--- src/include/output_config.svh ---
`ifndef OUTPUT_CONFIG_SVH
`define OUTPUT_CONFIG_SVH

// cycles from an accepted begin_transmission to the register_result pulse
`define OUT_WAIT_REG_DELAY 4

// cycles from the fall of tx_busy to the next byte send pulse
`define OUT_INTER_BYTE_DELAY 20

// clock cycles spent on each digit of the multiplexed display
`define OUT_SCAN_DIVIDER 8

// largest value the seven low display digits can show
`define OUT_DISPLAY_MAX 9999999

`endif

--- src/source/output_pkg.sv ---
`default_nettype none

package output_pkg;

    typedef logic [31:0] result_t;       // result word from the arithmetic unit
    typedef logic [5:0]  op_onehot_t;    // {dot, man, euc, avg, sum, read}
    typedef logic [7:0]  tx_byte_t;      // one byte for the UART transmitter
    typedef logic [31:0] bcd_digits_t;   // eight BCD digits, digit 7 in the top nibble
    typedef logic [3:0]  bcd_digit_t;
    typedef logic [6:0]  seg_t;          // {a, b, c, d, e, f, g}, a low bit lights the segment
    typedef logic [7:0]  anode_t;        // one enable per digit, active low

    // command pulses from the transfer FSM to the byte handler
    typedef struct packed {
        logic register_result;
        logic send_b0;
        logic send_b1;
        logic send_b2;
        logic send_b3;
    } byte_cmd_t;

endpackage

`default_nettype wire

--- src/source/bin_to_bcd.sv ---
`timescale 1ns/1ps
`default_nettype none

module bin_to_bcd
    import output_pkg::*;
(
    input  wire           clk,
    input  wire           arst_n,
    input  wire           start,
    input  wire result_t  value,
    output logic          busy,
    output logic [27:0]   digits
);

    localparam int BIN_W = 24;  // the clamped value always fits
    localparam int DIG_N = 7;
    localparam int DIG_W = 4 * DIG_N;

    typedef enum logic [1:0] {
        S_IDLE,
        S_LOAD,
        S_CONVERT,
        S_FINISH
    } state_t;

    state_t           state;
    logic [BIN_W-1:0] shift_q;
    logic [DIG_W-1:0] bcd_q;
    logic [DIG_W-1:0] bcd_adj;
    logic [4:0]       bit_cnt;

    // add 3 to every digit above 4 so the next shift carries into the digit above
    function automatic logic [DIG_W-1:0] add3(input logic [DIG_W-1:0] bcd);
        logic [DIG_W-1:0] res;
        res = bcd;
        for (int i = 0; i < DIG_N; i++) begin
            if (res[4*i +: 4] > 4'd4) begin
                res[4*i +: 4] = res[4*i +: 4] + 4'd3;
            end
        end
        return res;
    endfunction

    assign bcd_adj = add3(bcd_q);

    always_ff @(posedge clk or negedge arst_n) begin
        if (!arst_n) begin
            state   <= S_IDLE;
            bit_cnt <= '0;
        end else begin
            case (state)
                S_IDLE:    if (start) state <= S_LOAD;
                S_LOAD: begin
                    bit_cnt <= 5'(BIN_W - 1);
                    state   <= S_CONVERT;
                end
                S_CONVERT: begin
                    if (bit_cnt == '0) begin
                        state <= S_FINISH;
                    end else begin
                        bit_cnt <= bit_cnt - 1'b1;
                    end
                end
                default:   state <= S_IDLE;     // finish returns to idle
            endcase
        end
    end

    always_ff @(posedge clk) begin
        if (state == S_IDLE && start) begin
            shift_q <= value[BIN_W-1:0];
        end
        if (state == S_LOAD) begin
            bcd_q <= '0;
        end
        if (state == S_CONVERT) begin
            bcd_q   <= {bcd_adj[DIG_W-2:0], shift_q[BIN_W-1]};  // msb first
            shift_q <= {shift_q[BIN_W-2:0], 1'b0};
        end
        if (state == S_FINISH) begin
            digits <= bcd_q;
        end
    end

    assign busy = (state != S_IDLE);

endmodule

`default_nettype wire

--- src/source/tx_ctrl.sv ---
`timescale 1ns/1ps
`default_nettype none
`include "output_config.svh"

module tx_ctrl
    import output_pkg::*;
#(
    parameter int WAIT_REG_DELAY   = `OUT_WAIT_REG_DELAY,
    parameter int INTER_BYTE_DELAY = `OUT_INTER_BYTE_DELAY
) (
    input  wire              clk,
    input  wire              arst_n,
    input  wire              begin_transmission,
    input  wire              tx_busy,
    input  wire op_onehot_t  enables,
    output logic             tx_start,
    output logic             tx_sent,
    output byte_cmd_t        byte_cmd
);

    localparam int MAX_DELAY = (WAIT_REG_DELAY > INTER_BYTE_DELAY) ? WAIT_REG_DELAY
                                                                    : INTER_BYTE_DELAY;
    localparam int CNT_W     = $clog2(MAX_DELAY + 1);

    typedef enum logic [2:0] {
        S_IDLE,
        S_WAIT_REG,
        S_SEND,
        S_WAIT_BUSY_HI,
        S_WAIT_BUSY_LO,
        S_GAP,
        S_DONE
    } state_t;

    state_t           state;
    logic             read_mode;    // a read sends only the low byte
    logic [1:0]       byte_idx;
    logic [CNT_W-1:0] dly_cnt;
    logic             last_byte;

    assign last_byte = read_mode ? (byte_idx == 2'd0) : (byte_idx == 2'd3);

    always_ff @(posedge clk or negedge arst_n) begin
        if (!arst_n) begin
            state     <= S_IDLE;
            read_mode <= 1'b0;
            byte_idx  <= 2'd0;
            dly_cnt   <= '0;
            tx_start  <= 1'b0;
        end else begin
            tx_start <= (state == S_SEND);  // data is loaded by the send pulse
            case (state)
                S_IDLE: begin
                    if (begin_transmission) begin
                        read_mode <= enables[0];
                        byte_idx  <= 2'd0;
                        dly_cnt   <= CNT_W'(WAIT_REG_DELAY - 1);
                        state     <= S_WAIT_REG;
                    end
                end
                S_WAIT_REG: begin
                    if (dly_cnt == '0) begin
                        state <= S_SEND;    // register pulse goes out in this last cycle
                    end else begin
                        dly_cnt <= dly_cnt - 1'b1;
                    end
                end
                S_SEND: begin
                    state <= S_WAIT_BUSY_HI;
                end
                S_WAIT_BUSY_HI: begin
                    if (tx_busy) begin
                        state <= S_WAIT_BUSY_LO;
                    end
                end
                S_WAIT_BUSY_LO: begin
                    if (!tx_busy) begin
                        if (last_byte) begin
                            state <= S_DONE;
                        end else begin
                            byte_idx <= byte_idx + 2'd1;
                            // the first gap cycle is the one after the fall
                            dly_cnt  <= CNT_W'(INTER_BYTE_DELAY - 2);
                            state    <= S_GAP;
                        end
                    end
                end
                S_GAP: begin
                    if (dly_cnt == '0) begin
                        state <= S_SEND;
                    end else begin
                        dly_cnt <= dly_cnt - 1'b1;
                    end
                end
                S_DONE: begin
                    state <= S_IDLE;
                end
                default: begin
                    state <= S_IDLE;
                end
            endcase
        end
    end

    always_comb begin
        byte_cmd                 = '0;
        byte_cmd.register_result = (state == S_WAIT_REG) && (dly_cnt == '0);
        if (state == S_SEND) begin
            case (byte_idx)
                2'd0:    byte_cmd.send_b0 = 1'b1;
                2'd1:    byte_cmd.send_b1 = 1'b1;
                2'd2:    byte_cmd.send_b2 = 1'b1;
                default: byte_cmd.send_b3 = 1'b1;
            endcase
        end
    end

    assign tx_sent = (state == S_DONE);     // one cycle after the last byte finishes

    a_cmd_onehot0 : assert property (@(posedge clk) disable iff (!arst_n)
        $onehot0(byte_cmd))
        else $error("tx_ctrl: more than one byte command active");

    a_no_start_when_busy : assert property (@(posedge clk) disable iff (!arst_n)
        !(tx_start && tx_busy))
        else $error("tx_ctrl: tx_start while transmitter busy");

endmodule

`default_nettype wire

--- src/source/byte_handler.sv ---
`timescale 1ns/1ps
`default_nettype none
`include "output_config.svh"

module byte_handler
    import output_pkg::*;
(
    input  wire              clk,
    input  wire              arst_n,
    input  wire byte_cmd_t   byte_cmd,
    input  wire op_onehot_t  enables,
    input  wire result_t     result_data,
    output logic             en_disp,
    output tx_byte_t         tx_data,
    output bcd_digits_t      bcd_out
);

    localparam result_t DISPLAY_MAX = `OUT_DISPLAY_MAX;

    result_t     result_q;
    op_onehot_t  enables_q;
    bcd_digit_t  op_digit;
    result_t     conv_value;
    logic        conv_busy;
    logic        conv_busy_q;
    logic [27:0] conv_digits;

    // operation number shown on the top digit, read is 1 and dot is 6
    function automatic bcd_digit_t op_to_digit(input op_onehot_t op);
        case (op)
            6'b000001: return 4'd1;
            6'b000010: return 4'd2;
            6'b000100: return 4'd3;
            6'b001000: return 4'd4;
            6'b010000: return 4'd5;
            6'b100000: return 4'd6;
            default:   return 4'd0;
        endcase
    endfunction

    always_ff @(posedge clk) begin
        if (byte_cmd.register_result) begin
            result_q  <= result_data;
            enables_q <= enables;
        end
    end

    always_ff @(posedge clk or negedge arst_n) begin
        if (!arst_n) begin
            tx_data     <= '0;
            en_disp     <= 1'b0;
            conv_busy_q <= 1'b0;
        end else begin
            conv_busy_q <= conv_busy;
            if (byte_cmd.send_b0) begin
                tx_data <= result_q[7:0];
            end else if (byte_cmd.send_b1) begin
                tx_data <= result_q[15:8];
            end else if (byte_cmd.send_b2) begin
                tx_data <= result_q[23:16];
            end else if (byte_cmd.send_b3) begin
                tx_data <= result_q[31:24];
            end
            if (byte_cmd.register_result) begin
                en_disp <= 1'b0;                // blank until the new digits are ready
            end else if (conv_busy_q && !conv_busy) begin
                en_disp <= 1'b1;
            end
        end
    end

    assign conv_value = (result_data > DISPLAY_MAX) ? DISPLAY_MAX : result_data;
    assign op_digit   = op_to_digit(enables_q);
    assign bcd_out    = {op_digit, conv_digits};

    bin_to_bcd u_bin_to_bcd (
        .clk    (clk),
        .arst_n (arst_n),
        .start  (byte_cmd.register_result),
        .value  (conv_value),
        .busy   (conv_busy),
        .digits (conv_digits)
    );

    a_enables_onehot : assert property (@(posedge clk) disable iff (!arst_n)
        byte_cmd.register_result |=> $onehot(enables_q))
        else $error("byte_handler: captured operation code is not one-hot");

endmodule

`default_nettype wire

--- src/source/seg7_driver.sv ---
`timescale 1ns/1ps
`default_nettype none
`include "output_config.svh"

module seg7_driver
    import output_pkg::*;
#(
    parameter int SCAN_DIVIDER = `OUT_SCAN_DIVIDER
) (
    input  wire               clk,
    input  wire               arst_n,
    input  wire               enable,
    input  wire bcd_digits_t  bcd_in,
    output seg_t              segments,
    output anode_t            an
);

    localparam int PRE_W = (SCAN_DIVIDER > 1) ? $clog2(SCAN_DIVIDER) : 1;

    logic [PRE_W-1:0] prescale;
    logic [2:0]       digit_idx;
    bcd_digit_t       nibble;

    always_ff @(posedge clk or negedge arst_n) begin
        if (!arst_n) begin
            prescale  <= '0;
            digit_idx <= 3'd0;
        end else if (prescale == PRE_W'(SCAN_DIVIDER - 1)) begin
            prescale  <= '0;
            digit_idx <= digit_idx + 3'd1;  // wraps from digit 7 back to digit 0
        end else begin
            prescale <= prescale + 1'b1;
        end
    end

    assign nibble = bcd_in[4*digit_idx +: 4];
    assign an     = enable ? ~(anode_t'(1) << digit_idx) : '1;

    // segment order is {a, b, c, d, e, f, g}
    always_comb begin
        if (!enable) begin
            segments = 7'b1111111;
        end else begin
            case (nibble)
                4'd0:    segments = 7'b0000001;
                4'd1:    segments = 7'b1001111;
                4'd2:    segments = 7'b0010010;
                4'd3:    segments = 7'b0000110;
                4'd4:    segments = 7'b1001100;
                4'd5:    segments = 7'b0100100;
                4'd6:    segments = 7'b0100000;
                4'd7:    segments = 7'b0001111;
                4'd8:    segments = 7'b0000000;
                4'd9:    segments = 7'b0000100;
                default: segments = 7'b1111111;   // not a decimal digit, keep it dark
            endcase
        end
    end

    a_one_anode : assert property (@(posedge clk) disable iff (!arst_n)
        enable |-> $onehot(~an))
        else $error("seg7_driver: anode select is not one-cold while enabled");

endmodule

`default_nettype wire

--- src/source/output_interface.sv ---
`timescale 1ns/1ps
`default_nettype none

module output_interface
    import output_pkg::*;
(
    input  wire              clk,
    input  wire              arst_n,
    input  wire              begin_transmission,
    input  wire              tx_busy,
    input  wire op_onehot_t  enables,
    input  wire result_t     result_data,
    output logic             tx_start,
    output logic             tx_sent,
    output tx_byte_t         tx_data,
    output seg_t             segments,
    output anode_t           an
);

    byte_cmd_t   byte_cmd;
    logic        en_disp;
    bcd_digits_t bcd_data;  // operation digit on top, result below

    tx_ctrl u_tx_ctrl (
        .clk                (clk),
        .arst_n             (arst_n),
        .begin_transmission (begin_transmission),
        .tx_busy            (tx_busy),
        .enables            (enables),
        .tx_start           (tx_start),
        .tx_sent            (tx_sent),
        .byte_cmd           (byte_cmd)
    );

    byte_handler u_byte_handler (
        .clk         (clk),
        .arst_n      (arst_n),
        .byte_cmd    (byte_cmd),
        .enables     (enables),
        .result_data (result_data),
        .en_disp     (en_disp),
        .tx_data     (tx_data),
        .bcd_out     (bcd_data)
    );

    seg7_driver u_seg7_driver (
        .clk      (clk),
        .arst_n   (arst_n),
        .enable   (en_disp),
        .bcd_in   (bcd_data),
        .segments (segments),
        .an       (an)
    );

endmodule

`default_nettype wire

--- config.mk ---
export PLATFORM = sky130hd
export DESIGN_NAME = output_interface
export DESIGN_NICKNAME = d
export VERILOG_FILES = /design/src/source/output_pkg.sv /design/src/source/bin_to_bcd.sv /design/src/source/tx_ctrl.sv /design/src/source/byte_handler.sv /design/src/source/seg7_driver.sv /design/src/source/output_interface.sv
export VERILOG_INCLUDE_DIRS = /design/src /design/src/include
export SDC_FILE = /design/constraint.sdc
export NUM_CORES = 1
export LEC_CHECK = 0
export BUFFER_PORTS_ARGS = -buffer_cell sky130_fd_sc_hd__buf_2
export CAP_MARGIN = 20
export CORE_AREA = 2 2 167 120
export CTS_BUF_LIST = sky130_fd_sc_hd__clkbuf_4 sky130_fd_sc_hd__clkbuf_8
export DETAILED_ROUTE_END_ITERATION = 8
export DIE_AREA = 0 0 169 122
export HOLD_SLACK_MARGIN = 0.08
export PLACE_DENSITY = 0.57
export SETUP_SLACK_MARGIN = 0.2
export SLEW_MARGIN = 25
export SYNTH_ARGS = -nofsm -noshare
export SYNTH_HDL_FRONTEND = slang
export SYNTH_SLANG_ARGS = --single-unit
--- constraint.sdc ---
create_clock -name clk -period 8.45 [get_ports clk]
set_input_delay 0 -clock clk [delete_from_list [all_inputs] [get_ports clk]]
set_output_delay 0 -clock clk [all_outputs]
set_load 0.02 [all_outputs]
==> results.json, run 1 <==
{
  "fp-row-count": 43,
  "synth.most_common_cell": "edfxtp_1",
  "drt-initial-drc-count": 488,
  "drc": 0,
  "postCtsHoldBufs": 41,
  "synth_area_leaders": "edfxtp_1 47%, dfrtp_1 12%, ha_1 6.3%",
  "cp.required_ns": 8.45,
  "setup_tns_ns": 0,
  "antenna_found_initial": 0,
  "hp-class": "input port to async pin",
  "synth-edff-count": 117,
  "r2r_start": "u_tx_ctrl.dly_cnt[0]$_DFFE_PN0P_",
  "worst_pin_slew_ns": 0.953,
  "slew_viol_final": 0,
  "synth_cells": 668,
  "numCtsBuffers": 17,
  "crit_path_start_kind": "flop",
  "cts_setup_buffers": 0,
  "vdd_ir_drop_max_uv": 138,
  "crit_slowest_cell": "dfrtp_1",
  "gr-total-overflow": 0,
  "slew_headroom": 0.362,
  "die_w_um": 169,
  "fin_area_sq_um": 8920,
  "rsz0062_at_grt": "false",
  "synth_common_cells": "117 x edfxtp_1, 75 x nand2_1, 63 x o21ai_0",
  "drv_cap": 0,
  "clkTransAtPathRegs_ns": 0.09,
  "grt_pass1_wl_um": 25700,
  "cp_max_fo": 15,
  "via_count": 5250,
  "post-route-util": 0.463,
  "setup_viol": 0,
  "syn2layout_area_growth_pct": 18.6,
  "synth_ff_type": "edfxtp_1",
  "period_minus_slack_ns": 3.40,
  "portBuffers": 66,
  "synth.avg_cell_area_sq_um": 11.3,
  "diodes": 0,
  "nets": 851,
  "grt_pass1_vias": 5007,
  "hold_violations": 0,
  "cts_tree": "built",
  "grt_max_degree": 70,
  "ys_warn_count": 0,
  "yosysTopAreaCell": "edfxtp_1",
  "yosys.area.top_type_share": 0.467,
  "synth_seq_cells": 153,
  "dr.pass1.iters": 5,
  "fin_crit_sh": 0.403,
  "viasPerCell": 5.09,
  "start_util": 0.390,
  "design.die.area_sq_um": 20600,
  "cts_buffer_depth": 2,
  "placed_area_sq_um": 8080,
  "routabilityCongestion": 0.845,
  "status": "completed",
  "layout-drive-gt1-share": 0.157,
  "critPathKind": "flop to output pin",
  "routedWlPerCell_um": 15.7,
  "skew_ns": 0.0167,
  "pin_count": 67,
  "drtAntennaViolNets": 0,
  "ctsResizeCount": 0,
  "crit_arrival_ns": 3.40,
  "leakage_nw": 3.42,
  "cts_root_buffer": "clkbuf_8",
  "synth_nets": 748,
  "worstSetupEndpointType": "output pin",
  "critical_path.startpoint": "u_seg7_driver.digit_idx[0]$_DFFE_PN0P_",
  "hpwl_um": 11200,
  "power.density_nw_per_um2": 324,
  "slowest_delay_ns": 0.78,
  "insertion_delay_ns": 0.46,
  "die_y_um": 122,
  "fmax_mhz": 294,
  "synthArstFlopShare": 0.229,
  "yosysSeqAreaShare": 0.587,
  "clkSinkCount": 153,
  "grt.total_usage": 0.161,
  "synthDistinctLibCells": 56,
  "h-tree-depth": 4,
  "wirelength_um": 16200,
  "netlist_area_sq_um": 7520,
  "crit_path_cell_trace": "mux4_2 > a21oi_1 > inv_1 > ha_1 > o211a_1 > a31oi_1 > buf_2",
  "core_sq_um": 19300
}
routing by layer:
metal / vias to the layer above / part of all wire / GRT usage
li1: 2588 / - / -
met1: 2513 / 0.50 / 0.235
met2: 126 / 0.43 / 0.233
met3: 23 / 0.049 / 0.0416
met4: 0 / 0.015 / 0.0524
met5: - / 0 / 0
worst max-delay path: cells and delay by family (launching register included):
kind | cells | cell delay [ns]
fa+ha+maj | 1 | 0.33
mux | 1 | 0.59
compound gates | 3 | 0.90
buf+inv | 2 | 0.35
flops | 1 | 0.78
per-stage QoR:
| step | setup WS (ns) | cells | total power [mW] | hold WS, ns |
|---|---|---|---|---|
| 2_1_floorplan | 4.81 | 668 | 2.00 | -0.296 |
| 3_3_place_gp | 5.34 | 958 | 2.24 | 0.130 |
| 3_5_place_dp | 5.14 | 958 | 2.29 | 0.149 |
| 4_1_cts | 5.04 | 1031 | 2.90 | 0.191 |
| 5_1_grt | 4.73 | 1031 | 3.09 | 0.237 |
| 6_report | 5.05 | 1031 | 2.89 | 0.170 |
final timing paths:
check | endpoint | depth (start not counted) | slack [ns]
hold reg to reg | u_seg7_driver.prescale[0]$_DFF_PN0_ | 1 | 0.44
setup / recovery | segments[5] | 7 | 5.05
setup reg to reg | u_byte_handler.u_bin_to_bcd.shift_q[3]$_DFFE_PP_ | 7 | 5.50
hold / removal | u_tx_ctrl.read_mode$_DFFE_PN0P_ | 2 | 0.17
min in group clk | u_byte_handler.enables_q[5]$_DFFE_PP_ | 2 | 0.27
max in group asynchronous | u_byte_handler.u_bin_to_bcd.bit_cnt[1]$_DFFE_PN0P_ | 2 | 7.75
kinds of logic (layout without fill, tap and decap cells):
| family | after synthesis | in the layout | synth area share |
|---|---|---|---|
| AND/OR/NAND/NOR | 233 | 233 | 0.154 |
| multiplexers | 14 | 14 | 0.0240 |
| XOR/XNOR | 16 | 16 | 0.0186 |
| adder cells (fa/ha/maj) | 38 | 38 | 0.0632 |
| buffers and inverters | 69 | 185 | 0.0351 |
| flip-flops | 153 | 153 | 0.587 |
| AO/OA/AOI/OAI | 145 | 145 | 0.118 |
power by group:
| part | internal, mW | switching (mW) | total, mW |
|---|---|---|---|
| clock network | 0.298 | 0.299 | 0.597 |
| registers | 1.15 | 0.179 | 1.33 |
| logic | 0.366 | 0.595 | 0.961 |
layout make-up:
class,instances,area (sq um)
Clock buffer,17,234
Clock inverter,15,189
Fill cell,1761,10300
Inverter,43,161
Multi-Input combinational cell,446,2850
Sequential cell,153,4410
Tap cell,247,309
Timing Repair Buffer,110,763
sequential cells by signal (all words and copies together), names as in the netlist:
name                                 flops
u_byte_handler.conv_busy_q               1
u_byte_handler.en_disp                   1
u_byte_handler.enables_q                 6
u_byte_handler.result_q                 32
u_byte_handler.tx_data                   8
u_byte_handler.u_bin_to_bcd.bcd_q       28
u_byte_handler.u_bin_to_bcd.bit_cnt      5
u_byte_handler.u_bin_to_bcd.digits      28
u_byte_handler.u_bin_to_bcd.shift_q     24
u_byte_handler.u_bin_to_bcd.state        2
u_seg7_driver.digit_idx                  3
u_seg7_driver.prescale                   3
u_tx_ctrl.byte_idx                       2
u_tx_ctrl.dly_cnt                        5
u_tx_ctrl.read_mode                      1
u_tx_ctrl.state                          3
u_tx_ctrl.tx_start                       1
layout by cell type (no fill, tap or decap), types with 4 or more instances in the layout:
| cell | instances |
|---|---|
| nand2b_1 | 14 |
| o31ai_1 | 4 |
| inv_6 | 5 |
| o21ai_0 | 63 |
| clkinv_4 | 4 |
| dlygate4sd3_1 | 41 |
| or3b_2 | 4 |
| clkbuf_8 | 17 |
| dfrtp_1 | 35 |
| a31oi_1 | 9 |
| nand3_1 | 6 |
| o221ai_1 | 10 |
| nand2_1 | 75 |
| or3_1 | 7 |
| buf_2 | 66 |
| nor2_1 | 62 |
| a21boi_0 | 13 |
| mux2i_1 | 9 |
| a21oi_1 | 30 |
| nor4_1 | 8 |
| xor2_1 | 4 |
| edfxtp_1 | 117 |
| ha_1 | 36 |
| and2_1 | 17 |
| inv_1 | 42 |
| xnor2_1 | 12 |
| nor3_1 | 10 |
| nor2b_1 | 12 |
Note: power is estimated with default switching activity, not from simulation.
==> run 2: changes to the inputs <==
ABC_AREA = 1   (was unset)
CORE_AREA = 2 2 169 121   (was 2 2 167 120)
DIE_AREA = 0 0 171 123   (was 0 0 169 122)
clock period = 3.4 ns   (was 8.45 ns; I/O delays follow)
==> run 2 against run 1 <==
  * Sequential share of layout area fell by 0.78 points
  * Clock skew is 0.0025 ns lower
  * Hold slack improved by 0.0078 ns
  * Combinational power grew to 2.7 times the previous value
  * Final cell count is 14% higher
  * Design area is 1.6% higher
  * Count of clock-buffer cells in the layout grew 1
  * Area after synthesis up 1.8%
  * Core utilization up 0.22 points
  * Critical path type unchanged
  * Highest routed layer unchanged
==> results.json, run 2 <==
{
  "drv_cap": 0,
  "die_w_um": 171,
  "fmax_mhz": 347,
  "synth_top_family_by_area": "simple AND/OR/NAND/NOR gates",
  "yosysSeqAreaShare": 0.576,
  "rsz0062_at_grt": "false",
  "hold_violations": 0,
  "netlist_area_sq_um": 7650,
  "ys_warn_count": 0,
  "drt-initial-drc-count": 448,
  "clkTransAtPathRegs_ns": 0.10,
  "synthDistinctLibCells": 42,
  "start_util": 0.393,
  "die_y_um": 123,
  "grt_pass1_vias": 5241,
  "reg.largest.list": "u_byte_handler.result_q x32, u_byte_handler.u_bin_to_bcd.bcd_q x28, u_byte_handler.u_bin_to_bcd.digits x28",
  "worstSetupEndpointType": "output pin",
  "h-tree-depth": 4,
  "setup_viol": 0,
  "setup_tns_ns": 0,
  "leakage_nw": 3.97,
  "pre_cts_slack_ns": 1.03,
  "p_total_mw": 7.28,
  "slowest_delay_ns": 0.65,
  "crit_top_cell": "nand2_1",
  "synth_common_cells": "170 x nand2_1, 117 x edfxtp_1, 106 x inv_1",
  "routabilityCongestion": 0.843,
  "grt_pass1_wl_um": 27300,
  "synth-xor-area-share": 0.00687,
  "path_buf_inv": 4,
  "grt.total_usage": 0.169,
  "portBuffers": 66,
  "diodes": 0,
  "core_sq_um": 19500,
  "insertion_delay_ns": 0.46,
  "synth_compound_area_frac": 0.0914,
  "hpwl_um": 11600,
  "critPathKind": "flop to output pin",
  "synthArstFlopShare": 0.229,
  "power.density_nw_per_um2": 803,
  "via_count": 5645,
  "top_register": "u_byte_handler.result_q",
  "design.die.area_sq_um": 21000,
  "nets": 975,
  "synth_mux_area_frac": 0.00147,
  "crit_path_start_kind": "flop",
  "synth_nets": 862,
  "crit_path_cell_trace": "inv_1 > nand2_1 > inv_1 > nand2_1 > nand2_1 > nor2_1 > nand2_1 > nand2_1 > inv_1 > ha_1 > nand3b_1 > nand3_1 > nand3_1 > buf_2",
  "yosys.area.top_type_share": 0.459,
  "crit_slowest_cell": "dfrtp_1",
  "hp-class": "input port to async pin",
  "pin_count": 67,
  "antenna_found_initial": 0,
  "synth-edff-count": 117,
  "dr.pass1.iters": 5,
  "drtAntennaViolNets": 0,
  "grt_max_degree": 50,
  "cp_max_fo": 15,
  "slew_viol_final": 0,
  "wirelength_um": 16900,
  "synth_fa_ha_area_frac": 0.0621,
  "skew_ns": 0.0142,
  "viasPerCell": 4.79,
  "cts_buffer_depth": 2,
  "synth.avg_cell_area_sq_um": 9.79,
  "synth.most_common_cell": "nand2_1",
  "routedWlPerCell_um": 14.4,
  "cp_top_family": "simple AND/OR/NAND/NOR gates",
  "vdd_ir_drop_max_uv": 475,
  "cts_tree": "built",
  "layout_commonest_cell": "nand2_1",
  "cp.required_ns": 3.40,
  "cts_root_buffer": "clkbuf_8",
  "status": "completed",
  "clkSinkCount": 153,
  "synth_area_leaders": "edfxtp_1 46%, dfrtp_1 11%, nand2_1 8.3%",
  "fin_crit_sh": 0.849,
  "gr-total-overflow": 0,
  "synth_ff_type": "edfxtp_1",
  "syn2layout_area_growth_pct": 18.4,
  "yosys.area_share.simple": 0.194,
  "numCtsBuffers": 17,
  "r2r_slack_ns": 1.09,
  "synth_seq_cells": 153,
  "yosysTopAreaCell": "edfxtp_1",
  "synth_cells": 782,
  "layout_common_cells": "170 x nand2_1, 117 x edfxtp_1, 106 x inv_1",
  "drc": 0,
  "slew_headroom": 0.398,
  "period_minus_slack_ns": 2.89,
  "fp-row-count": 43,
  "worst_slack_ns": 0.515,
  "worst_pin_slew_ns": 0.900,
  "cts_setup_buffers": 0,
  "crit_arrival_ns": 2.89,
  "layout-drive-gt1-share": 0.139,
  "ctsResizeCount": 0,
  "largest_reg_flops": 32
}
==> run 2: cell count changes in the layout (fill, tap and decap cells not counted), moves of 10 or more <==
cell and delta:
o21ai_0 -10, nand2_1 +95, and2_1 -16, inv_1 +64, nand3_1 +52, a21oi_1 +13
o211ai_1 +11, nor2b_1 -12, nand2b_1 -14, xnor2_1 -11, o221ai_1 -10, a21boi_0 -13
==> run 2: final cells by class <==
class                   count  area [sq um]
clock buffers              18           241
multi-input cells         502          2740
flip-flops and latches    153          4410
inverters                 109           409
clock inverters            14           149
well taps                 270           338
fillers                  1887         10400
repair buffers            112           778
==> run 2: metrics by stage <==
| step | util | instance area (sq um) | std cells | hold WS, ns |
|---|---|---|---|---|
| after floorplan | - | 7650 | 782 | -0.296 |
| after CTS | 0.465 | 9050 | 1178 | 0.195 |
| final | 0.465 | 9060 | 1178 | 0.178 |
| after global routing | 0.465 | 9060 | 1178 | 0.239 |
| after detailed placement | 0.424 | 8250 | 1105 | 0.158 |
| after global placement | 0.424 | 8250 | 1105 | 0.150 |
==> run 2: kinds of logic (layout without fill, tap and decap cells) <==
family,count (synthesis),count (layout)
XOR/XNOR,6,6
adder cells (fa/ha/maj),38,38
multiplexers,1,1
AO/OA/AOI/OAI,125,125
buffers and inverters,127,253
flip-flops,153,153
AND/OR/NAND/NOR,332,332
==> run 2: final timing paths <==
kind	startpoint	to	cells past startpoint
min	arst_n	u_tx_ctrl.state[1]$_DFFE_PN0P_	2
min in group clk	enables[3]	u_byte_handler.enables_q[3]$_DFFE_PP_	2
max in group asynchronous	arst_n	u_seg7_driver.digit_idx[1]$_DFFE_PN0P_	2
max	u_seg7_driver.digit_idx[0]$_DFFE_PN0P_	segments[3]	14
min reg2reg	u_seg7_driver.prescale[0]$_DFF_PN0_	u_seg7_driver.prescale[0]$_DFF_PN0_	1
max reg2reg	u_byte_handler.u_bin_to_bcd.state[0]$_DFFE_PN0P_	u_byte_handler.u_bin_to_bcd.bit_cnt[4]$_DFFE_PN0P_	9
==> run 2: per-layer routing <==
layer | up-vias | part of all wire | track usage
li1 | 2853 | - | -
met1 | 2615 | 0.54 | 0.266
met2 | 161 | 0.40 | 0.226
met3 | 16 | 0.051 | 0.0384
met4 | 0 | 0.015 | 0.0567
met5 | - | 0 | 0
==> run 2: what timing repair did <==
item / in CTS / in global routing
hold endpoints to repair: 101 / 0
endpoints found under the setup margin: 0 / 0
hold buffers: 41 / 0
==> run 2: worst reg2reg max path: cells and delay by family, from the launching register on <==
family                   cells  cell delay (ns)
flip-flops                   1             0.41
buffers and inverters        2             0.59
adder cells (fa/ha/maj)      1             0.19
AO/OA/AOI/OAI                1             0.16
AND/OR/NAND/NOR              5             0.85
==> run 2: power breakdown <==
group	leakage, nW	internal (mW)	switching (mW)
logic	2.23	0.823	1.74
clock network	0.197	0.560	0.794
registers	1.54	2.95	0.407
total	3.97	4.34	2.94
